### src/hw/soc_io_cfg.svh
`ifndef SOC_IO_CFG_SVH
`define SOC_IO_CFG_SVH

// --------------------
// address map
// --------------------

// scratch memory sits in the 1MB region at 0x0010_0000
`define SCR_BASE_HI 12'h001
`define SCR_AW 12 // word address bits, adr[13:2]

// 256-byte register pages, matched on adr[31:8]
`define LED_PAGE 24'hFD0FFF
`define RAND_PAGE 24'hFD0FFD
`define TMR_PAGE 24'hFD0FFC

// --------------------
// random generator
// --------------------

`define RAND_TAPS 32'h80200003 // galois feedback mask
`define RAND_SEED_DEF 32'h1

// --------------------
// timer and watchdog
// --------------------

`define TMR_PERIOD_DEF 32'd100000
`define TMR_PULSE_ON 32'd150 // count where irq goes high
`define TMR_PULSE_OFF 32'd200
`define BUS_TIMEOUT 32 // busy cycles before bus error

`endif

### src/hw/bus_watchdog.sv
`include "soc_io_cfg.svh"

module bus_watchdog (
	input  logic node_clk,
	input  logic rst,
	input  logic busy_i,
	output logic timeout_o
);

	localparam int CNT_W = $clog2(`BUS_TIMEOUT + 1);
	localparam logic [CNT_W-1:0] CNT_MAX = CNT_W'(`BUS_TIMEOUT);

	logic [CNT_W-1:0] cnt;

	// counts busy cycles, holds at the limit
	always_ff @(posedge node_clk) begin
		if (rst || !busy_i)
			cnt <= '0;
		else if (cnt != CNT_MAX)
			cnt <= cnt + 1'b1;
	end

	// only meaningful while the bridge waits
	assign timeout_o = busy_i && (cnt == CNT_MAX);

endmodule

### config.mk
export PLATFORM = sky130hd
export DESIGN_NAME = bus_watchdog
export DESIGN_NICKNAME = d
export VERILOG_FILES = /design/src/hw/bus_watchdog.sv
export VERILOG_INCLUDE_DIRS = /design/src /design/src/hw
export SDC_FILE = /design/constraint.sdc
export NUM_CORES = 1
export LEC_CHECK = 0
export BUFFER_PORTS_ARGS = -buffer_cell sky130_fd_sc_hd__buf_2
export CORE_AREA = 8 8 45 47
export DETAILED_ROUTE_END_ITERATION = 10
export DIE_AREA = 0 0 53 55
export SYNTH_ARGS = -nofsm -noshare
export SYNTH_HDL_FRONTEND = slang
export SYNTH_SLANG_ARGS = --single-unit
### constraint.sdc
create_clock -name node_clk -period 2 [get_ports node_clk]
set_input_delay 0.2 -clock node_clk [delete_from_list [all_inputs] [get_ports node_clk]]
set_output_delay 0.2 -clock node_clk [all_outputs]
set_load 0.03 [all_outputs]
# After elaboration in Yosys (flattened, before gate mapping)
# Cells that the tools add are included.
[word_totals]
rom_bits = 0
latch_bits = 0
wordCells = 7
mem_count = 0
inputBits = 3
ram_bits = 0
ff_bits = 6
output_inout_bits = 1
[op_classes]
magnitude_cmp = 0
div = 0
eq_ne = 2
multipliers = 0
n_addsub = 1
n_reduce_logical = 3
n_bitwise = 0
mux = 0
shifts = 0
[op_table]
columns = ["cell", "count"]
rows = [
  ["$add 6x1->6 const B", 1],
  ["$eq 6x6->1 const B", 1],
  ["$ne 6x6->1 const B", 1],
  ["$logic_and 1x1->1", 1],
  ["$logic_not 1->1", 1],
  ["$logic_or 1x1->1", 1],
]

# Depth between registers and ports, before layout
[logic_depth]
ltp_word = 2
mapped_depth = 5
depth_no_buf = 5

# Least setup slack after synthesis
# No wires, ideal clock.
[synth_timing]
path_kind = "register to output"
startpoint = "register cnt[0]"
endpoint = "output timeout_o"
stages_incl_launch_ff = 5
arrival_ns = 1.142
setup_slack_ns = 0.658
n_path_buf = 0
t_required_ns = 1.800
path_cell_list = "dfxtp_1 inv_1 ha_1 nor4b_4 and3_1"
[synth_via]
elab_chain_cells = 2
[synth_lines]
columns = ["element", "line_no", "rtl"]
rows = [
  ["start: declaration", "bus_watchdog.sv:13", "logic [CNT_W-1:0] cnt;"],
  ["start signal: assignment", "bus_watchdog.sv:20", "cnt <= cnt + 1'b1;"],
  ["$eq 6x6->1", "bus_watchdog.sv:24", "assign timeout_o = busy_i && (cnt == CNT_MAX);"],
  ["$logic_and 1x1->1", "bus_watchdog.sv:24", ""],
  ["end: declaration", "bus_watchdog.sv:7", "output logic timeout_o"],
]
# Every way passes these cells.

# Worst setup path after layout
# Same ends and word-level chain as after synthesis.

==> results_dict.tcl <==
set metrics [dict create \
    ys_seq_area_frac 0.3871 \
    report.final.hold_viol_count 0 \
    fp-row-count 14 \
    clock_skews_ps 3.710 \
    syn_area_per_cell_sq_um 9.403 \
    netlist.top_cell.by_area "dfxtp_1" \
    numPlacedInstances 52 \
    power_mw 0.2479 \
    number_of_antenna_violations_at_the_first_check_in_global_routing 0 \
    first_pass_grt_wire_length_mm 1.014 \
    coreArea_sq_mm 0.001384 \
    ys_warn_count 0 \
    finalSetupViolations 0 \
    utilization_after_layout 0.2658 \
    period_needed_ps 1679 \
    outcome "completed" \
    clock.fmax_ghz 0.5957 \
    synthTopCellsByArea "dfxtp_1, ha_1, nor4b_4" \
    place_area_sq_um 345.3 \
    worst-slew-pin-transition_ps 311.5 \
    layout-drive-gt1-share 0.2051 \
    cts_resized 0 \
    worst_ir_drop_vdd_mv 0.3112 \
    footprint_of_the_multi_input_gates_sq_um 182.7 \
    postSynth.topFlopCell "dfxtp_1" \
    cp_data_required_time_ps 1800 \
    viasPerCell 4.327 \
    count_of_fill_cells_added_during_filler_insertion 152 \
    grt_start_max_net_pins 8 \
    drt_pass1_iterations 2 \
    cts_post_setup_buffers_inserted 0 \
    clkSinkCount 6 \
    grt_overflow 0 \
    final_cell_area_sq_um 367.9 \
    clkLatencyLatePin_ps 240 \
    fp.dieH_um 55 \
    netlist_instances 33 \
    criticalPathCategory "reg -> out" \
    cellPowerDensity_mw_per_mm2 674.0 \
    cts-root-to-sink-buffers 2 \
    rsz0062_at_grt "false" \
    cts_tree "done" \
    antenna_violating_nets_post_route 0 \
    route.vias.total 238 \
    initial_util 0.2242 \
    final_worst_path_period_share 0.8393 \
    crit_path_max_fanout 5 \
    drc 0 \
    largest_registers "cnt (6)" \
    fp.dieArea_sq_mm 0.002915 \
    cp.arrival_ps 1480 \
    slew-limit-headroom 0.7915 \
    cts_max_level 1 \
    routabilityCongestion 0.7016 \
    overall_global_routing_usage 0.05030 \
    largest_register_ff_count 6 \
    worst-r2r-cell-count 5 \
    critPathLaunchType "flop" \
    regToRegSetupSlack_ps 650 \
    report.final.slew_viol_count 0 \
    drv_cap 0 \
    final_net_count 46 \
    top_register "cnt" \
    boundaryPins 4 \
    first_global_vias 251 \
    cts.hold.buffers_added 0 \
    drt-initial-drc-count 1 \
    async_reset_ff_frac 0 \
    place_worst_setup_slack_ps 582.7 \
    clk_transition_reported_paths_ps 40 \
    final-seq-area_sq_um 120.1 \
    synth.top_cell.area_share 0.3871 \
    placed_wire_length_estimate_after_detailed_placement_um 407.8 \
    post-synth-top-count-cell "dfxtp_1" \
    cts.root.buffer_cell "clkbuf_4" \
    timing.hold.worst_path_depth 4 \
    worst_slack_ps 321.3 \
    routed_wl_um 541 \
    setup_total_negative_slack_ps 0 \
    cp-end-kind "output port" \
    synth.net_count 38 \
    synth_area_sq_um 310.3 \
    synthTopCellsByCount "dfxtp_1, nor3_1" \
    instances_no_fill 55 \
    netlist-cell-type-count 19 \
    cellLeakagePower_nw 0.1431 \
    antenna_cells 0 \
    drt-wirelength-per-cell_um 9.836 \
    synth_edf_count 0 \
    areaGrowthSynthToFinish_pct 18.55 \
    hold_ws_ps 283.5 \
    die_x_um 53 \
    count_of_state_elements_after_synthesis 6 \
    holdCritPathClass "in -> reg" \
    place.port_buffers 3 \
    tritoncts_buffers 3 \
]
[cells in the final DEF (no fill, tap or decap), types with 2 or more instances in the layout]
cell type,Yosys,routed
buf_2,0,3
inv_1,2,2
dfxtp_1,6,6
ha_1,2,2
clkbuf_4,0,3
nor3_1,3,3
o21ai_0,2,2
nand2_1,2,2
xor2_1,2,2
a21oi_1,2,2
nand3_1,2,2
[power breakdown]
group	internal, mW	leakage [nW]	switching [mW]
sequential	0.122	0.0486	0.00228
clock	0.0676	0.0138	0.0400
combinational	0.00791	0.0806	0.00799
[path summary, 6_finish.rpt]
path,from,endpoint
setup reg to reg,cnt[0],cnt[1]
hold / removal,rst,cnt[1]
hold reg to reg,cnt[5],cnt[5]
setup / recovery,cnt[0],timeout_o
[routing by layer]
| layer | part of all wire | vias up | wire (um) | track usage |
|---|---|---|---|---|
| li1 | - | 130 | - | - |
| met1 | 0.48 | 101 | 259 | 0.05023 |
| met2 | 0.45 | 5 | 241 | 0.06836 |
| met3 | 0.046 | 2 | 25 | 0.02406 |
| met4 | 0.026 | 0 | 14 | 0.06466 |
| met5 | 0 | - | 0 | 0 |
[area by class of cell]
cell class | count | area share
Sequential cell | 6 | 0.3265
Inverter | 2 | 0.02041
Clock buffer | 3 | 0.06122
Timing Repair Buffer | 3 | 0.04082
Tap cell | 16 | 0.05442
Multi-Input combinational cell | 25 | 0.4966
[critical path, stage by stage (launching register included)]
cell	delay (ps)
dfxtp_1	330
inv_1	100
ha_1	150
nor4b_4	280
and3_1	190
buf_2	190
[cell families after synthesis]
family                     synth area share
and+or+nand+nor                      0.3589
DFF                                  0.3871
AOI/OAI and AO/OA                   0.06452
xor gates and xnor gates            0.08469
buffers and inverters               0.02420
adders and majority gates           0.08063
No activity file was read; power rests on OpenSTA's default activity.
