File: config.mk
export PLATFORM = sky130hd
export DESIGN_NAME = io_decode
export DESIGN_NICKNAME = d
export VERILOG_FILES = /design/src/hw/soc_io_pkg.sv /design/src/hw/io_decode.sv
export VERILOG_INCLUDE_DIRS = /design/src /design/src/hw
export SDC_FILE = /design/constraint.sdc
export NUM_CORES = 1
export LEC_CHECK = 0
export ABC_AREA = 1
export BUFFER_PORTS_ARGS = -buffer_cell sky130_fd_sc_hd__buf_2
export CAP_MARGIN = 0
export CORE_AREA = 5 5 81 83
export DETAILED_ROUTE_END_ITERATION = 8
export DIE_AREA = 0 0 86 88
export PLACE_DENSITY = 0.73
export SETUP_SLACK_MARGIN = 0.15
export SLEW_MARGIN = 20
export SYNTH_ARGS = -nofsm -noshare
export SYNTH_HDL_FRONTEND = slang
export SYNTH_SLANG_ARGS = --single-unit
File: constraint.sdc
create_clock -name node_clk -period 1.2 [get_ports node_clk]
set_clock_uncertainty 0.2 [all_clocks]
set_input_delay 0.24 -clock node_clk [delete_from_list [all_inputs] [get_ports node_clk]]
set_output_delay 0.24 -clock node_clk [all_outputs]
set_load 0.005 [all_outputs]
File: src/hw/soc_io_cfg.svh
`ifndef SOC_IO_CFG_SVH
`define SOC_IO_CFG_SVH

// --------------------
// address map
// --------------------

// scratch memory sits in the 1MB region at 0x0010_0000
`define SCR_BASE_HI 12'h001
`define SCR_AW 12 // word address bits, adr[13:2]

// 256-byte register pages, matched on adr[31:8]
`define LED_PAGE 24'hFD0FFF
`define RAND_PAGE 24'hFD0FFD
`define TMR_PAGE 24'hFD0FFC

// --------------------
// random generator
// --------------------

`define RAND_TAPS 32'h80200003 // galois feedback mask
`define RAND_SEED_DEF 32'h1

// --------------------
// timer and watchdog
// --------------------

`define TMR_PERIOD_DEF 32'd100000
`define TMR_PULSE_ON 32'd150 // count where irq goes high
`define TMR_PULSE_OFF 32'd200
`define BUS_TIMEOUT 32 // busy cycles before bus error

`endif

File: src/hw/soc_io_pkg.sv
package soc_io_pkg;

	// --------------------
	// wishbone classic request
	// --------------------
	typedef struct packed {
		logic        cyc;
		logic        stb;
		logic        we;
		logic [3:0]  sel; // byte lanes
		logic [31:0] adr;
		logic [31:0] dat; // write data
	} wb_req_t;

	// response back to the outside master
	typedef struct packed {
		logic        ack;
		logic        err; // no slave answered in time
		logic [31:0] dat;
	} wb_resp_t;

	// --------------------
	// per-slave reply
	// --------------------

	// dat is zero whenever ack is low so replies can be or'ed
	typedef struct packed {
		logic        ack;
		logic [31:0] dat;
	} slv_resp_t;

endpackage

File: src/hw/io_decode.sv
`include "soc_io_cfg.svh"

module io_decode import soc_io_pkg::*; (
	input  logic       node_clk,
	input  logic       rst,
	input  wb_req_t    slv_req_i,
	output logic       scr_cs_o,
	output logic       rand_cs_o,
	output logic       tmr_cs_o,
	input  slv_resp_t  scr_resp_i,
	input  slv_resp_t  rand_resp_i,
	input  slv_resp_t  tmr_resp_i,
	output slv_resp_t  slv_resp_o,
	output logic [7:0] led_o
);

	logic        led_cs;
	logic        led_hit;
	logic        led_ack;
	logic [7:0]  led_q;
	logic [31:0] led_dat;

	// --------------------
	// chip selects
	// --------------------
	assign scr_cs_o = (slv_req_i.adr[31:20] == `SCR_BASE_HI);
	assign rand_cs_o = (slv_req_i.adr[31:8] == `RAND_PAGE);
	assign tmr_cs_o = (slv_req_i.adr[31:8] == `TMR_PAGE);
	assign led_cs = (slv_req_i.adr[31:8] == `LED_PAGE);

	assign led_hit = led_cs && slv_req_i.stb;

	// --------------------
	// led register
	// --------------------
	always_ff @(posedge node_clk) begin
		if (rst) begin
			led_q <= 8'h00;
			led_ack <= 1'b0;
		end else begin
			led_ack <= led_hit;
			if (led_hit && slv_req_i.we && slv_req_i.sel[0])
				led_q <= slv_req_i.dat[7:0];
		end
	end

	// read data, zero when not reading so the or below stays clean
	always_ff @(posedge node_clk)
		led_dat <= (led_hit && !slv_req_i.we) ? {24'h0, led_q} : 32'h0;

	assign led_o = led_q;

	// --------------------
	// reply merge
	// --------------------
	always_comb begin
		slv_resp_o.ack = scr_resp_i.ack | rand_resp_i.ack | tmr_resp_i.ack | led_ack;
		slv_resp_o.dat = scr_resp_i.dat | rand_resp_i.dat | tmr_resp_i.dat | led_dat;
	end

endmodule

== Yosys cells after proc, flatten, opt, wreduce, memory -nomap -nowiden ==
Cells that the tools add are included.
Storage, ports and cells
  latch bits: 0
  memories kept: 0
  flip-flop bits (word level): 41
  RAM bits: 0
  memory bits (read-only): 0
  bits of input ports: 172
Operators by class
  bitwise gates (word level): 6
  multipliers: 0
  reduce and logical (&&, ||, !) cells: 5
  muxes and demuxes: 0
  magnitude comparators: 0
  $add $sub $neg: 0
  shift operators: 0
  divide/modulo/power cells: 0
  equal/unequal tests: 4
Operator list (number)
  OR 32 bit: 3
  == test 24 bit, second input constant: 3
  == test 12 x 1 -> 1 bit, second input constant: 1
  logical AND 1 bit: 4
  OR 1 bit: 3
  zero test 1 bit: 1

== Logic depth before layout (Yosys ltp) ==
  depth after elaboration: 4
  mapped depth: 9
  mapped depth without buffers: 9

== Worst setup path after synthesis ==
OpenSTA, ideal clock, no wires.
  kind: input to output
  start point: input slv_req_i[46] in the netlist's numbering
  end point: output rand_cs_o
  required time: 760 ps
  arrival: 953 ps
  stages on the path: 3
  path buffers: 0
  path slack: -193 ps
  path through: nand4_2 -> or2_2 -> nor3b_1
On the way
  word-level cells in the longest chain between the ends: 1
RTL lines
  start: declaration: line io_decode.sv:6  | input wb_req_t slv_req_i,
  == test 24 bit (no source line)
  end: declaration: line io_decode.sv:8  | output logic rand_cs_o,
Every way passes these cells.

==> results.cfg <==
[outcome]
outcome = finished with violations
failed_checks = negative setup slack

[synthesis]
syn_area_per_cell_um2 = 6.82
synth_cell_types = 22
ys_ff_latch = 17
synth_ff_type = dfxtp_1
ys_seq_area_share_pct = 30.3
syn_area_mm2 = 0.00112
synth_nets = 337
synth_warnings = 0
syn_inst = 165
synth_edf_count = 0
async_reset_ff_share_pct = 0

[drt]
drt_pass1_iterations = 3
num_vias = 1842
drt_iter0_markers = 25
routed_wl_um = 5390
wl_per_cell_um = 12.3
antenna_left = 0
drc = 0
via_per_inst = 4.20

[timing]
rsz0062_at_grt = true
post-route-period-util_pct = 128
holdWs_ps = 114
fin_setup_tns_ps = -5780
min_period_ps = 1540
slew_viol_final = 0
layout_setup_ws_ps = -342
slew_headroom_pct = 84.9
max_freq_mhz = 649
tightest_slew_ps = 226
hold_violations = 0
setup_viol = 52

[power_and_ir_drop]
fin_total_pwr_mw = 1.52
power_density_mw_per_mm2 = 527
leakagePower_nw = 1.44
irDropWorstVdd_v = 0.000360

[worst_setup_path]
r2r-start = led_o[0]
ff2ff_path_depth = 5
r2r_end = led_o[0]
worstPathRequired_ps = 760
path_cells = or4_4, buf_2
startpoint = led_dat[1]
cp_slowest_cell = or4_4
max_stage_delay_ps = 410
crit_cells = 2
r2r_slack_ps = 240
path_buf_inv = 1
cp-start-kind = flop
crit_path_end_kind = output port
worstPathArrival_ps = 1100
path_delay_family = simple AND/OR/NAND/NOR gates
crit_end = slv_resp_o[1]
worstPathMaxFanout = 1
timing_worst_setup_path_type = flop to output port

[finish]
drive_above_1_share_pct = 76.4
num-nets-final = 537
finalNonFillerCells = 439
post-route-util_pct = 49.9
final_cell_area_mm2 = 0.00288
nFillCells = 545
num_antenna_cells = 0
area_growth_pct = 156

[cts]
cts_buffers = 3
clk_latency_ps = 250
cts_sinks = 17
cts_max_path_buffers = 2
htreeDepth = 1
cts_tree = yes
cts.reportedPaths.clkPinSlew_ps = 60
cts-root-buf = clkbuf_8

[placement]
pre_cts_ws_ps = -416
port-buffer-count = 179
hpwl_um = 4320
placedCellCount = 429
finalWeightedCongestion = 0.682
post_dp_cell_area_mm2 = 0.00233

[floorplanning]
die-area_mm2 = 0.00757
start_util_pct = 19.5
rows = 28
die_x_um = 86
io_pins = 216
core_mm2 = 0.00578
dieHeight_um = 88

[global_routing]
grt_pass1_vias = 1777
grt_first_pass_wirelength_um = 7760
antenna_found_initial = 0
grt_max_degree = 10
track_usage_pct = 12.6
grt-ovfl-total = 0

[worst_hold_path]
min-delay-start = slv_req_i[3]
hp-class = input pin to flop

[flow_run]
drv_cap = 0
[state kept, by name, summed over array words and instances (netlist names)]
signal,flops
led_dat,8
led_o,8
led_ack,1
[worst min-delay path by stage]
| stage | slack [ps] | end | cells past startpoint |
|---|---|---|---|
| after global routing | 140 | led_o[2] | 5 |
| after CTS | 100 | led_o[6] | 5 |
| after floorplan | 110 | led_ack | 1 |
| final | 110 | led_o[3] | 5 |
| after global placement | 210 | led_ack | 2 |
| after detailed placement | 220 | led_ack | 2 |
[cell families (layout without fill, tap and decap cells)]
| family | after synthesis | in the layout | synth area share [%] |
|---|---|---|---|
| AND/OR/NAND/NOR | 114 | 114 | 57.7 |
| buffers and inverters | 34 | 233 | 12.0 |
| flip-flops | 17 | 17 | 30.3 |
[per-layer routing]
| metal | vias to the layer above | GRT usage (%) | routed length (um) |
|---|---|---|---|
| li1 | 929 | - | - |
| met1 | 802 | 12.3 | 1680 |
| met2 | 104 | 24.6 | 3020 |
| met3 | 7 | 4.05 | 603 |
| met4 | 0 | 4.60 | 84 |
| met5 | - | 0 | 0 |
[final cells by class]
cell class | count | area (um2) | area share [%]
repair buffers | 196 | 1390 | 48.2
multi-input cells | 114 | 858 | 29.8
flip-flops and latches | 17 | 350 | 12.2
inverters | 33 | 146 | 5.08
well taps | 75 | 93.8 | 3.26
clock buffers | 4 | 45.0 | 1.56
[worst register-to-register path, stage by stage, from the launching register on]
cell and delay [ps]:
dfxtp_2 320, buf_4 120, inv_1 80, nand2_2 60
inv_2 50, nor2_2 30
[cell usage in the layout, fill, tap and decap left out, drive strengths merged]
cell and n:
buf 195, nand2 36, inv 32, nor2 27, or3 24, dfxtp 17
or4 9, nand4 9, clkbuf 4, nor3 2, or2 2, nor4 2
and3 1, nor3b 1, clkinv 1, nand3 1, dlygate4sd3 1
[Yosys cell counts (2+ instances only)]
| master | instances | share of area [%] |
|---|---|---|
| dfxtp_1 | 17 | 30 |
| inv_1 | 29 | 9.7 |
| inv_2 | 3 | 1.0 |
| nand2_1 | 32 | 11 |
| nand2_2 | 4 | 2.2 |
| nand4_1 | 8 | 4.4 |
| nor2_1 | 11 | 3.7 |
| nor2_2 | 13 | 7.2 |
| nor2_4 | 2 | 2.0 |
| nor3_1 | 2 | 0.89 |
| nor4_1 | 2 | 1.1 |
| or3_1 | 24 | 13 |
| or4_1 | 9 | 6.0 |
[power breakdown]
part,internal [mW],switching [mW]
logic,0.357,0.176
registers,0.564,0.00000000454
clock network,0.236,0.186
total,1.16,0.362
[what timing repair did]
item | 4_1_cts | 5_1_grt
setup endpoints to repair | 60 | 61
hold endpoints to repair | 1 | 0
hold buffers | 1 | 0
buffers inserted | 3 | 2
pin swaps | 26 | 32
gates resized for setup | 53 | 49
Power figures use the tool's default switching activity.
