`src/hw/soc_io_cfg.svh`:
```
`ifndef SOC_IO_CFG_SVH
`define SOC_IO_CFG_SVH

// --------------------
// address map
// --------------------

// scratch memory sits in the 1MB region at 0x0010_0000
`define SCR_BASE_HI 12'h001
`define SCR_AW 12 // word address bits, adr[13:2]

// 256-byte register pages, matched on adr[31:8]
`define LED_PAGE 24'hFD0FFF
`define RAND_PAGE 24'hFD0FFD
`define TMR_PAGE 24'hFD0FFC

// --------------------
// random generator
// --------------------

`define RAND_TAPS 32'h80200003 // galois feedback mask
`define RAND_SEED_DEF 32'h1

// --------------------
// timer and watchdog
// --------------------

`define TMR_PERIOD_DEF 32'd100000
`define TMR_PULSE_ON 32'd150 // count where irq goes high
`define TMR_PULSE_OFF 32'd200
`define BUS_TIMEOUT 32 // busy cycles before bus error

`endif

```
`src/hw/soc_io_pkg.sv`:
```
package soc_io_pkg;

	// --------------------
	// wishbone classic request
	// --------------------
	typedef struct packed {
		logic        cyc;
		logic        stb;
		logic        we;
		logic [3:0]  sel; // byte lanes
		logic [31:0] adr;
		logic [31:0] dat; // write data
	} wb_req_t;

	// response back to the outside master
	typedef struct packed {
		logic        ack;
		logic        err; // no slave answered in time
		logic [31:0] dat;
	} wb_resp_t;

	// --------------------
	// per-slave reply
	// --------------------

	// dat is zero whenever ack is low so replies can be or'ed
	typedef struct packed {
		logic        ack;
		logic [31:0] dat;
	} slv_resp_t;

endpackage

```
`src/hw/irq_timer.sv`:
```
`include "soc_io_cfg.svh"

module irq_timer import soc_io_pkg::*; (
	input  logic      node_clk,
	input  logic      rst,
	input  wb_req_t   slv_req_i,
	input  logic      cs_i,
	output slv_resp_t resp_o,
	output logic      irq_o
);

	logic        hit;
	logic        ack_q;
	logic        irq_q;
	logic [31:0] cnt_q;    // runs 1..period
	logic [31:0] period_q;
	logic [31:0] dat_q;

	assign hit = cs_i && slv_req_i.stb;

	always_ff @(posedge node_clk) begin
		if (rst) begin
			cnt_q <= 32'd1;
			period_q <= `TMR_PERIOD_DEF;
			irq_q <= 1'b0;
			ack_q <= 1'b0;
		end else begin
			ack_q <= hit;

			// --------------------
			// count and wrap
			// --------------------
			if (hit && slv_req_i.we) begin
				period_q <= slv_req_i.dat;
				cnt_q <= 32'd1; // new period starts fresh
			end else if (cnt_q >= period_q)
				cnt_q <= 32'd1;
			else
				cnt_q <= cnt_q + 32'd1;

			// pulse window
			if (cnt_q == `TMR_PULSE_ON)
				irq_q <= 1'b1;
			else if (cnt_q == `TMR_PULSE_OFF)
				irq_q <= 1'b0;
		end
	end

	always_ff @(posedge node_clk)
		dat_q <= (hit && !slv_req_i.we) ? period_q : 32'h0;

	assign resp_o = '{ack: ack_q, dat: dat_q};
	assign irq_o = irq_q;

endmodule

```
`config.mk`:
```
export PLATFORM = sky130hd
export DESIGN_NAME = irq_timer
export DESIGN_NICKNAME = d
export VERILOG_FILES = /design/src/hw/soc_io_pkg.sv /design/src/hw/irq_timer.sv
export VERILOG_INCLUDE_DIRS = /design/src /design/src/hw
export SDC_FILE = /design/constraint.sdc
export NUM_CORES = 1
export LEC_CHECK = 0
export BUFFER_PORTS_ARGS = -buffer_cell sky130_fd_sc_hd__buf_2
export CORE_MARGIN = 2
export CORE_UTILIZATION = 57
export DETAILED_ROUTE_END_ITERATION = 10
export GPL_TIMING_DRIVEN = 0
export PLACE_DENSITY = 0.95
export REMOVE_ABC_BUFFERS = 1
export SLEW_MARGIN = 40
export SYNTH_ARGS = -nofsm -noshare
export SYNTH_HDL_FRONTEND = slang
export SYNTH_SLANG_ARGS = --single-unit
```
`constraint.sdc`:
```
create_clock -name node_clk -period 4.65 [get_ports node_clk]
set_input_delay 0.465 -clock node_clk [delete_from_list [all_inputs] [get_ports node_clk]]
set_output_delay 0.465 -clock node_clk [all_outputs]
set_load 0.02 [all_outputs]
```
[Word-level counts from Yosys, hierarchy flattened]
Cells that the tools add are included.
Storage, ports and cells
  register bits after elaboration: 98
  latch bits: 0
  memory bits (writable): 0
  ROM bits: 0
  bits of input ports: 74
  output and inout bits: 34
  word-level logic and storage cells: 17
  memories: 0
Operators by class
  add/subtract/negate cells: 1
  $mul: 0
  div/mod/pow operators: 0
  $lt $le $gt $ge: 1
  equal/unequal tests: 2
  shift-type cells: 0
  muxes and demuxes: 2
  bitwise operators: 0
  reduce and logical (&&, ||, !) cells: 6
Operators by type and width (number)
  32-bit by 8-bit == test with 1-bit output, second input constant: 2
  32-bit by 1-bit adder with 32-bit output, second input constant: 1
  32-bit >= comparator: 1
  1-bit logical AND: 3
  3-bit OR reduction: 1
  1-bit 2-to-1 mux: 2
  2-bit nonzero test: 1
  1-bit zero test: 1

[Longest topological paths before layout]
  depth in word-level cells: 3
  depth in mapped cells: 8
  depth with buffers taken out: 7

[Worst setup path after synthesis]
Ideal clock, no wire load.
  kind: flip-flop to flip-flop
  start: reg cnt_q[0]
  end: reg cnt_q[1]
  library setup time: 0.080 ns
  arrival: 2.041 ns
  required time: 4.570 ns
  slack: 2.529 ns
  cell stages (with the launch flop): 9
  path buffers: 1
  period minus slack after synthesis: 2.121 ns
  cell sequence: dfxtp_1 inv_1 ha_1 nand2b_1 a2111o_1 a311oi_1 a211oi_1 clkbuf_1 nor3b_1
On the way
  cells in the longest elaborated chain, start to end: 2
  elaborated cells on any way between the ends: 3
  classes of those cells: 1 x add/sub; 1 x order compare; 1 x reduce/logical
RTL lines
  from (decl): RTL line irq_timer.sv:15  | logic [31:0] cnt_q;
  from (signal assigned): RTL line irq_timer.sv:39  | cnt_q <= cnt_q + 32'd1;
  32-bit >= comparator: RTL line irq_timer.sv:36  | end else if (cnt_q >= period_q)
  3-bit OR reduction (no source line)
Several ways; a longest one is shown, not always the timed one.
A chain may end at the register's enable or synchronous reset.

[Worst setup path in the final report]
  start: reg cnt_q[0]
  end: reg cnt_q[28]
Same word-level chain as after synthesis.

==> results_dict.tcl <==
set metrics [dict create \
    antenna_found_initial 0 \
    end_kind "flip-flop" \
    p_total_mw 1.52 \
    hold_ws_ps 294 \
    fin_util_pct 68.2 \
    cap_violations 0 \
    nNetsFinal 671 \
    grt_pass1_vias 3783 \
    final_cell_area_um2 5000 \
    period_share_pct 60.4 \
    clkTransAtPathRegs_ps 90 \
    drt_iter0_markers 308 \
    hold_path_depth 2 \
    synth_fa_ha_area_share_pct 10.0 \
    final_cells 665 \
    ant_nets 0 \
    cts_root_buf "clkbuf_8" \
    rows 31 \
    async_reset_ff_share_pct 0 \
    synth_mux_area_share_pct 0 \
    r2r_cells 9 \
    dpl.cell_count 650 \
    io_buffers 70 \
    crit_required_ps 4920 \
    slew_violations 0 \
    cp_data_arrival_time_ps 3080 \
    hold_path_startpoint "slv_req_i[5]" \
    yosys.area_share.simple_pct 24.6 \
    avgRoutedWirePerCell_um 15.2 \
    grt_overflow 0 \
    hp-class "input port to flip-flop" \
    leakagePower_nw 1.96 \
    htree_levels 3 \
    cts_tree "done" \
    clk_path_buf_depth 2 \
    drc_errors 0 \
    synth_area_um2 4370 \
    die-area_um2 8390 \
    yosys.area_share.xor_xnor_pct 5.21 \
    min_period_ps 2810 \
    numCtsBuffers 9 \
    rsz0062_at_grt "no" \
    cp-start-kind "flip-flop" \
    netlist_instances 506 \
    fin_setup_tns_ps 0 \
    gp_congestion 0.878 \
    vdd_drop_max_mv 0.212 \
    pre_cts_ws_ps 1840 \
    final_layout_size_suffix_gt1_share_pct 17.0 \
    fin_ws_ps 1840 \
    finalSetupViolCount 0 \
    grt_max_degree 40 \
    multiInputGateArea_um2 2200 \
    avgSynthCellArea_um2 8.64 \
    vias 3826 \
    cts_resized 0 \
    ios 108 \
    die_h_um 91.6 \
    synth-edff-count 0 \
    synth_top_family_by_area "simple AND/OR/NAND/NOR gates" \
    initial_core_util_pct 59.6 \
    synth-compound-area-share_pct 9.59 \
    clk_latency_ps 370 \
    grt_pass1_wl_um 16800 \
    antenna_cells 0 \
    criticalPathCategory "flip-flop to flip-flop" \
    cts_hold_buf 0 \
    die_w_um 91.6 \
    p_per_area_nw_per_um2 304 \
    worst-slew-pin-transition_ps 760 \
    yosysWarnings 0 \
    timing.slew.headroom_pct 48.9 \
    grt_usage_pct 24.7 \
    holdPathEnd "period_q[5]$_SDFFE_PP1P_" \
    first_pass_iters 5 \
    critPathMaxFanout 14 \
    clock-sinks 98 \
    ff_latch_area_um2 1960 \
    post-cts-setup-buffer-count 0 \
    hold_viol 0 \
    synth.distinct_cells 43 \
    fmax_ghz 0.356 \
    nFillCells 540 \
    r2r_setup_slack_ps 1840 \
    wl_um 10100 \
    r2r-end "cnt_q[28]$_SDFF_PP0_" \
    ys_seq_elements 98 \
    via_per_inst 5.75 \
    synth_seq_area_share_pct 44.9 \
    hpwl_um 7040 \
    ys_dominant_reg_cell "dfxtp_1" \
    skew_ps 5.19 \
    place_area_um2 4810 \
    reg2reg_from "cnt_q[0]$_SDFF_PP1_" \
    status "finished clean" \
    syn_to_final_growth_pct 14.3 \
    coreArea_um2 7330 \
]
==> cells in the mapped netlist (2+ instances only) <==
master	n	share of area, %
ha_1	35	10
and4_1	5	1.0
inv_1	37	3.2
o21ai_0	9	1.0
a211oi_1	3	0.52
nand2_1	72	6.2
or3_1	3	0.43
nand4_1	8	1.1
nand3_1	14	1.6
clkbuf_1	25	2.1
nand4b_1	2	0.40
a21oi_1	39	4.5
a211oi_2	2	0.57
nor4_1	12	1.7
xnor2_1	22	4.4
xor2_1	4	0.80
nor3b_1	2	0.34
nor2_1	14	1.2
a211o_1	6	1.2
nor3_1	68	7.8
and3_1	5	0.72
dfxtp_1	98	45
==> registers in the layout, summed over array words and instances, names as in the netlist <==
name / flops
cnt_q: 32
dat_q: 32
irq_o: 1
period_q: 32
ack_q: 1
==> routing by layer <==
metal  wire (um)  GRT usage (%)
met1        4100           28.0
met2        5110           43.7
met3         611           5.56
met4         267           11.4
met5           0              0
==> worst max-delay path, stage by stage (launching register included) <==
cell,delay [ps]
dfxtp_1,410
inv_1,130
ha_1,300
nand2b_1,150
a2111o_1,440
a311oi_1,450
a211oi_4,240
buf_6,210
buf_6,140
a211oi_1,240
==> cells in the final DEF, fill, tap and decap left out, types with 2 or more instances in the layout <==
cell type / netlist / layout
xnor2_1: 22 / 22
xor2_1: 4 / 4
clkbuf_1: 25 / 2
a21oi_1: 39 / 39
and4_1: 5 / 5
nor2_1: 14 / 14
nand4_1: 8 / 8
a211oi_1: 3 / 2
buf_2: 0 / 70
clkbuf_8: 0 / 10
nor3b_1: 2 / 2
nand2_1: 72 / 71
nand4b_1: 2 / 2
dfxtp_1: 98 / 98
buf_6: 0 / 2
nor3_1: 68 / 68
inv_1: 37 / 37
o21ai_0: 9 / 9
nor4_1: 12 / 12
nand3_1: 14 / 13
and3_1: 5 / 4
clkinv_2: 0 / 2
ha_1: 35 / 35
or3_1: 3 / 3
a211oi_2: 2 / 2
a211o_1: 6 / 6
==> report_power, final <==
group | total, mW | internal, mW | switching (mW)
logic | 0.113 | 0.0417 | 0.0709
registers | 0.866 | 0.855 | 0.0110
clock network | 0.538 | 0.259 | 0.279
total | 1.52 | 1.16 | 0.361
==> how the worst max path moves through the flow <==
stage | slack (ps) | startpoint | to
after floorplan | 1290 | cnt_q[14]$_SDFF_PP0_ | cnt_q[1]$_SDFF_PP0_
after global placement | 400 | cnt_q[14]$_SDFF_PP0_ | cnt_q[1]$_SDFF_PP0_
after detailed placement | 1840 | slv_req_i[68] | cnt_q[0]$_SDFF_PP1_
after CTS | 1900 | cnt_q[0]$_SDFF_PP1_ | cnt_q[28]$_SDFF_PP0_
after global routing | 1740 | cnt_q[0]$_SDFF_PP1_ | cnt_q[28]$_SDFF_PP0_
final | 1840 | cnt_q[0]$_SDFF_PP1_ | cnt_q[28]$_SDFF_PP0_
==> cells by family (layout without fill, tap and decap cells) <==
family          count (synthesis)  in the layout
compound gates                 68             68
xor+xnor                       26             26
fa+ha+maj                      35             35
buf+inv                        65            125
flops                          98             98
simple gates                  214            214
==> area by class of cell <==
type	instances	share of cell area (%)
multi-input cells	343	44.0
repair buffers	73	7.76
clock inverters	3	0.801
inverters	37	2.78
flip-flops and latches	98	39.3
clock buffers	12	2.90
well taps	99	2.48
Note: power is estimated with default switching activity, not from simulation.
