File: src/hw/soc_io_cfg.svh
`ifndef SOC_IO_CFG_SVH
`define SOC_IO_CFG_SVH

// --------------------
// address map
// --------------------

// scratch memory sits in the 1MB region at 0x0010_0000
`define SCR_BASE_HI 12'h001
`define SCR_AW 12 // word address bits, adr[13:2]

// 256-byte register pages, matched on adr[31:8]
`define LED_PAGE 24'hFD0FFF
`define RAND_PAGE 24'hFD0FFD
`define TMR_PAGE 24'hFD0FFC

// --------------------
// random generator
// --------------------

`define RAND_TAPS 32'h80200003 // galois feedback mask
`define RAND_SEED_DEF 32'h1

// --------------------
// timer and watchdog
// --------------------

`define TMR_PERIOD_DEF 32'd100000
`define TMR_PULSE_ON 32'd150 // count where irq goes high
`define TMR_PULSE_OFF 32'd200
`define BUS_TIMEOUT 32 // busy cycles before bus error

`endif

File: src/hw/soc_io_pkg.sv
package soc_io_pkg;

	// --------------------
	// wishbone classic request
	// --------------------
	typedef struct packed {
		logic        cyc;
		logic        stb;
		logic        we;
		logic [3:0]  sel; // byte lanes
		logic [31:0] adr;
		logic [31:0] dat; // write data
	} wb_req_t;

	// response back to the outside master
	typedef struct packed {
		logic        ack;
		logic        err; // no slave answered in time
		logic [31:0] dat;
	} wb_resp_t;

	// --------------------
	// per-slave reply
	// --------------------

	// dat is zero whenever ack is low so replies can be or'ed
	typedef struct packed {
		logic        ack;
		logic [31:0] dat;
	} slv_resp_t;

endpackage

File: src/hw/io_bridge.sv
module io_bridge import soc_io_pkg::*; (
	input  logic      node_clk,
	input  logic      rst,
	input  wb_req_t   wb_req_i,
	output wb_resp_t  wb_resp_o,
	output wb_req_t   slv_req_o,
	input  slv_resp_t slv_resp_i,
	output logic      busy_o,
	input  logic      timeout_i
);

	typedef enum logic [2:0] {
		ST_IDLE,
		ST_ISSUE,   // one-cycle strobe to the slaves
		ST_WAIT,
		ST_RESPOND, // ack or err to the master
		ST_RECOVER  // master drops stb here
	} state_t;

	state_t      state;
	wb_req_t     req_q;
	logic        resp_ack;
	logic        resp_err;
	logic [31:0] resp_dat;

	// --------------------
	// control
	// --------------------
	always_ff @(posedge node_clk) begin
		if (rst) begin
			state <= ST_IDLE;
			resp_ack <= 1'b0;
			resp_err <= 1'b0;
		end else begin
			case (state)
				ST_IDLE: begin
					if (wb_req_i.cyc && wb_req_i.stb)
						state <= ST_ISSUE;
				end
				ST_ISSUE: state <= ST_WAIT;
				ST_WAIT: begin
					if (slv_resp_i.ack) begin // a late timeout loses to a real ack
						resp_ack <= 1'b1;
						state <= ST_RESPOND;
					end else if (timeout_i) begin
						resp_err <= 1'b1;
						state <= ST_RESPOND;
					end
				end
				ST_RESPOND: begin
					resp_ack <= 1'b0;
					resp_err <= 1'b0;
					state <= ST_RECOVER;
				end
				default: state <= ST_IDLE;
			endcase
		end
	end

	// --------------------
	// payload
	// --------------------
	always_ff @(posedge node_clk) begin
		if (state == ST_IDLE)
			req_q <= wb_req_i; // last one taken is the captured request
		if (state == ST_WAIT)
			resp_dat <= slv_resp_i.ack ? slv_resp_i.dat : 32'h0;
	end

	assign busy_o = (state == ST_ISSUE) || (state == ST_WAIT);

	always_comb begin
		slv_req_o = req_q;
		slv_req_o.cyc = busy_o;
		slv_req_o.stb = (state == ST_ISSUE);
	end

	assign wb_resp_o = '{ack: resp_ack, err: resp_err, dat: resp_dat};

endmodule

File: config.mk
export PLATFORM = sky130hd
export DESIGN_NAME = io_bridge
export DESIGN_NICKNAME = d
export VERILOG_FILES = /design/src/hw/soc_io_cfg.svh /design/src/hw/soc_io_pkg.sv /design/src/hw/io_bridge.sv
export SDC_FILE = /design/constraint.sdc
export NUM_CORES = 1
export LEC_CHECK = 0
export ABC_CLOCK_PERIOD_IN_PS = 7100
export BUFFER_PORTS_ARGS = -buffer_cell sky130_fd_sc_hd__buf_2
export CORE_MARGIN = 2
export CORE_UTILIZATION = 43
export CTS_CLUSTER_SIZE = 28
export DETAILED_ROUTE_END_ITERATION = 8
export PLACE_DENSITY = 0.92
export SLEW_MARGIN = 20
export SYNTH_ARGS = -nofsm -noshare
export SYNTH_HDL_FRONTEND = slang
export SYNTH_SLANG_ARGS = --single-unit
File: constraint.sdc
create_clock -name node_clk -period 7.1 [get_ports node_clk]
set_clock_uncertainty 0.05 [all_clocks]
set_input_delay 0.71 -clock node_clk [delete_from_list [all_inputs] [get_ports node_clk]]
set_output_delay 0.71 -clock node_clk [all_outputs]
set_load 0.005 [all_outputs]
# Yosys cells after proc, flatten, opt, wreduce, memory -nomap -nowiden
# Index checks and enable logic that the tools add are counted.
# totals
inputBits	107
out_inout_bits	106
elab_cells	32
reg_bits	106
# op_classes
n_eq_ne	8
n_reduce_logical	7
mux	9
# op_table
operator	count
case mux 3 bit (4 select lines)	1
two-way mux 3 bit	3
!= test 2 bit (second input constant)	4
== test 3 x 2 -> 1 bit (second input constant)	2
case mux 1 bit (2 select lines)	2
AND reduction 2 bit	2
== test 3 x 1 -> 1 bit (second input constant)	1
logical NOT 3 bit	1
two-way mux 1 bit	3
!= test 3 bit (second input constant)	1
AND reduction 3 bit	1
nonzero test 2 bit	1
logical AND 1 bit	1
logical OR 1 bit	1

# Longest topological paths before layout
# logic_depth
ltp_word	3
mapped_depth	4
ltp_nobuf	2

# Worst setup path before layout
# OpenSTA, ideal clock, no wires.
# synth_path
path_type	register to register
startpoint	register state[2]
endpoint	register req_q (netlist bit slv_req_o[0]), enable pin
t_arrival_ns	5.186
t_required_ns	6.469
setup_ns	0.581
path_stages_with_launch	3
slack_ns	1.283
path_buffers	1
period_less_slack_ns	5.817
path_cell_list	dfxtp_1 buf_2 nor3_1
# synth_between
elab_chain_len	1
# synth_lines
item	line	rtl
start, declared	io_bridge.sv:20	state_t state;
start signal, assigned	io_bridge.sv:31	state <= ST_IDLE;
start signal, assigned	io_bridge.sv:38	state <= ST_ISSUE;
start signal, assigned	io_bridge.sv:40	ST_ISSUE: state <= ST_WAIT;
logical NOT 3 bit	io_bridge.sv:64	if (state == ST_IDLE)
end signal, assigned	io_bridge.sv:65	req_q <= wb_req_i;
end, declared	io_bridge.sv:21	wb_req_t req_q;
# No other way between the ends.
# A chain may end at the register's enable or synchronous reset.

# Final worst setup path
# layout_path
startpoint	register state[0]
endpoint	output port busy_o
# layout_between
elab_chain_len	2
word_cells_on_any_way	3
cone_classes	2 x eq/ne; 1 x reduce/logical
# layout_lines
item	line	rtl
== test 3 x 1 -> 1 bit / == test 3 x 2 -> 1 bit (equally long branches)	io_bridge.sv:70	assign busy_o = (state == ST_ISSUE) || (state == ST_WAIT);
logical OR 1 bit *	io_bridge.sv:70	
end, declared	io_bridge.sv:8	output logic busy_o,
# Mark *: on every way between the ends. The rest lies on a longest branch, timed or not.

==> run_results.csv <==
group,metric,value,unit
outcome,status,"complete, no violations",
pwr,max-vdd-ir-drop,122,µV
sta,worst_slack,4.95,ns
sta,whs,0.448,ns
sta,finalSetupViolCount,0,
die,start_util,0.437,
critical_path,crit_family,"flip-flops",
pwr,pwr-share-clk,0.268,
logic_synthesis,ys_warn_count,0,
cells_and_area,finalNetCount,487,
cts,cts_buffers,9,
cts,path_clk_slew,0.10,ns
critical_path,crit_path_cell_trace,"xnor2_1 > nor2_1 > buf_2",
critical_path,arrival,1.39,ns
routing,ant_nets,0,
cts,post_cts_buffers,0,
cts,clk_path_buf_depth,2,
critical_path,path_buf_inv,1,
cts,cts_sinks,106,
cts,hold_buffers,0,
worst_hold_path,hold_path_depth,2,
critical_path,crit_path_max_incr_delay,0.56,ns
flow_run,max_cap_violations,0,
logic_synthesis,syn_avg_cell_area,21.6,µm²
sta,hold_viol,0,
logic_synthesis,synth_fp_nets,271,
critical_path,crit_type,"reg2out",
logic_synthesis,syn_inst,164,
pwr,seq_power_share,0.616,
routing,route.vias.total,2214,
worst_hold_path,hold_class,"reg2reg",
routing,first_pass_iters,5,
sta,rsz0062_at_grt,"no",
placed_design,placed_cells,474,
logic_synthesis,synthDistinctLibCells,20,
cells_and_area,antenna_cells,0,
critical_path,crit_required,6.34,ns
placed_design,io_buffers,212,
routing,routed_wl,7710,µm
sta,finalCritPeriodShare,0.302,
critical_path,r2r-end,"slv_req_o[59]",
routing,wire_per_inst,15.7,µm
routing,post-route-drc-count,0,
placed_design,hpwl,5990,µm
routing,initialDrtViolationCount,75,
logic_synthesis,synth_area,3540,µm²
grt,grt_pass1_vias,2086,
critical_path,worstRegToRegCells,2,
grt,grt_max_degree,70,
grt,track_usage,0.166,
die,io_pins,213,
die,core,8090,µm²
cts,cts_root_buffer,"clkbuf_8",
sta,finalMaxSlewViolations,0,
cells_and_area,n_fill_cell,646,
worst_hold_path,hold_start,"resp_ack",
placed_design,dp_slack,5.35,ns
logic_synthesis,ys_ff_latch,106,
cells_and_area,layout.cells.non_filler,490,
cts,cts_tree,"yes",
logic_synthesis,ys_seq_area_frac,0.885,
pwr,cellLeakagePower,2.12,nW
critical_path,reg2reg_from,"state[0]",
pwr,power_density,260,nW/µm²
cts,cts.repair.resized,0,
critical_path,cp_max_fo,8,
placed_design,gp_congestion,0.722,
grt,antenna_found_initial,0,
sta,tightest_slew,0.826,ns
sta,slew_headroom,0.449,
critical_path,end_kind,"output port",
critical_path,critPathSlowestCell,"dfxtp_1",
sta,finalSetupTns,0,ns
grt,gr-total-overflow,0,
cts,clkLatencyLatePin,0.36,ns
worst_hold_path,hold_end,"resp_ack",
die,die-area,8970,µm²
routing,vias_per_cell,4.52,
die,num_rows,33,
pwr,p_switching,0.303,mW
pwr,pwr-share-comb,0.116,
pwr,internal-power,0.969,mW
cells_and_area,area_growth,38.2,%
pwr,switching_share,0.238,
sta,period_needed,2.15,ns
sta,timing.fmax,466,MHz
cts,h-tree-depth,3,
die,dieHeight,94.7,µm
critical_path,reg2reg_slack,5.32,ns
critical_path,cp-start-kind,"flip-flop",
cells_and_area,drive_gt1_frac,0.605,
die,die_w,94.7,µm
grt,grt_pass1_wl,10700,µm
stage by stage:
step	util	total power, mW	instance area [µm²]
floorplan	-	0.855	3540
finish	0.604	1.27	4890
detailed placement	0.581	0.949	4700
global placement	0.581	0.939	4700
global route	0.604	1.33	4890
CTS	0.604	1.28	4890
synthesized netlist by cell type:
| cell type | count | area share |
|---|---|---|
| nor3_1 | 2 | 0.0028 |
| nor2_1 | 1 | 0.0011 |
| buf_6 | 1 | 0.0032 |
| nor3b_1 | 2 | 0.0042 |
| o21ai_1 | 1 | 0.0014 |
| and2_1 | 32 | 0.057 |
| xnor2_1 | 1 | 0.0025 |
| dfxtp_1 | 5 | 0.028 |
| a221oi_1 | 2 | 0.0050 |
| edfxtp_1 | 101 | 0.86 |
| nand3b_4 | 1 | 0.0057 |
| nor2b_1 | 1 | 0.0018 |
| clkbuf_1 | 3 | 0.0032 |
| nand3b_1 | 1 | 0.0021 |
| inv_1 | 2 | 0.0021 |
| nand4bb_1 | 1 | 0.0032 |
| buf_2 | 2 | 0.0028 |
| nor4bb_1 | 1 | 0.0028 |
| a2111oi_4 | 1 | 0.0078 |
| buf_4 | 3 | 0.0064 |
cell families (layout without fill, tap and decap cells):
group / Yosys count / in the layout / share of synthesized area
flops: 106 / 106 / 0.885
simple gates: 42 / 42 / 0.0803
xor+xnor: 1 / 1 / 0.00248
buf+inv: 11 / 232 / 0.0177
compound gates: 4 / 4 / 0.0141
cell type report:
type,instances,area [µm²],area share
sequential,106,3130,0.641
timing repair buffer,214,1080,0.220
multi-input combinational,47,353,0.0722
tap,105,131,0.0269
clock buffer,9,124,0.0253
clock inverter,7,65.1,0.0133
inverter,2,7.51,0.00154
flip-flops by register name, summed over array words and instances (netlist names):
register	cells
slv_req_o	69
resp_dat	32
state	3
resp_ack	1
resp_err	1
worst reg2reg max path: stages (launching register included):
cell and delay, ns:
dfxtp_1 0.43, nor3_2 0.22, buf_4 0.67
placed cells by master (no fill, tap or decap):
cell	count
a2111oi_4	1
nor3_2	1
clkinv_4	3
nand3b_4	1
clkinv_8	1
nor3b_1	1
inv_1	2
edfxtp_1	101
dfxtp_1	5
xnor2_1	1
nor2b_1	1
o21ai_1	1
nor3_1	1
and2_1	32
nand3b_1	1
nor3b_2	1
buf_4	2
nor4bb_1	1
clkinvlp_4	1
nor2_1	1
inv_8	1
clkinv_1	1
clkbuf_8	9
nand4bb_1	1
a221oi_1	2
buf_2	212
power by group through the flow:
stage	sequential (mW)	clock, mW	combinational, mW
final	0.784	0.341	0.147
after global routing	0.791	0.376	0.164
after CTS	0.785	0.350	0.149
after detailed placement	0.799	0	0.149
after global placement	0.795	0	0.144
after floorplan	0.813	0	0.0423
metal layers:
layer	part of all wire	GRT usage	vias up
met4	0.0086	0.0435	0
met3	0.11	0.0758	10
li1	-	-	1042
met1	0.35	0.183	1029
met2	0.54	0.290	133
met5	0	0	-
worst max-delay path by stage:
| stage | startpoint | to | slack (ns) | cells past startpoint |
|---|---|---|---|---|
| floorplan | state[2] | slv_req_o[0] | 1.28 | 2 |
| global placement | state[0] | slv_req_o[2] | 5.41 | 2 |
| detailed placement | slv_resp_i[32] | state[0] | 5.35 | 3 |
| CTS | state[0] | busy_o | 4.94 | 3 |
| global route | state[0] | slv_req_o[70] | 4.85 | 3 |
| finish | state[0] | busy_o | 4.95 | 3 |
Power figures use the tool's default switching activity.
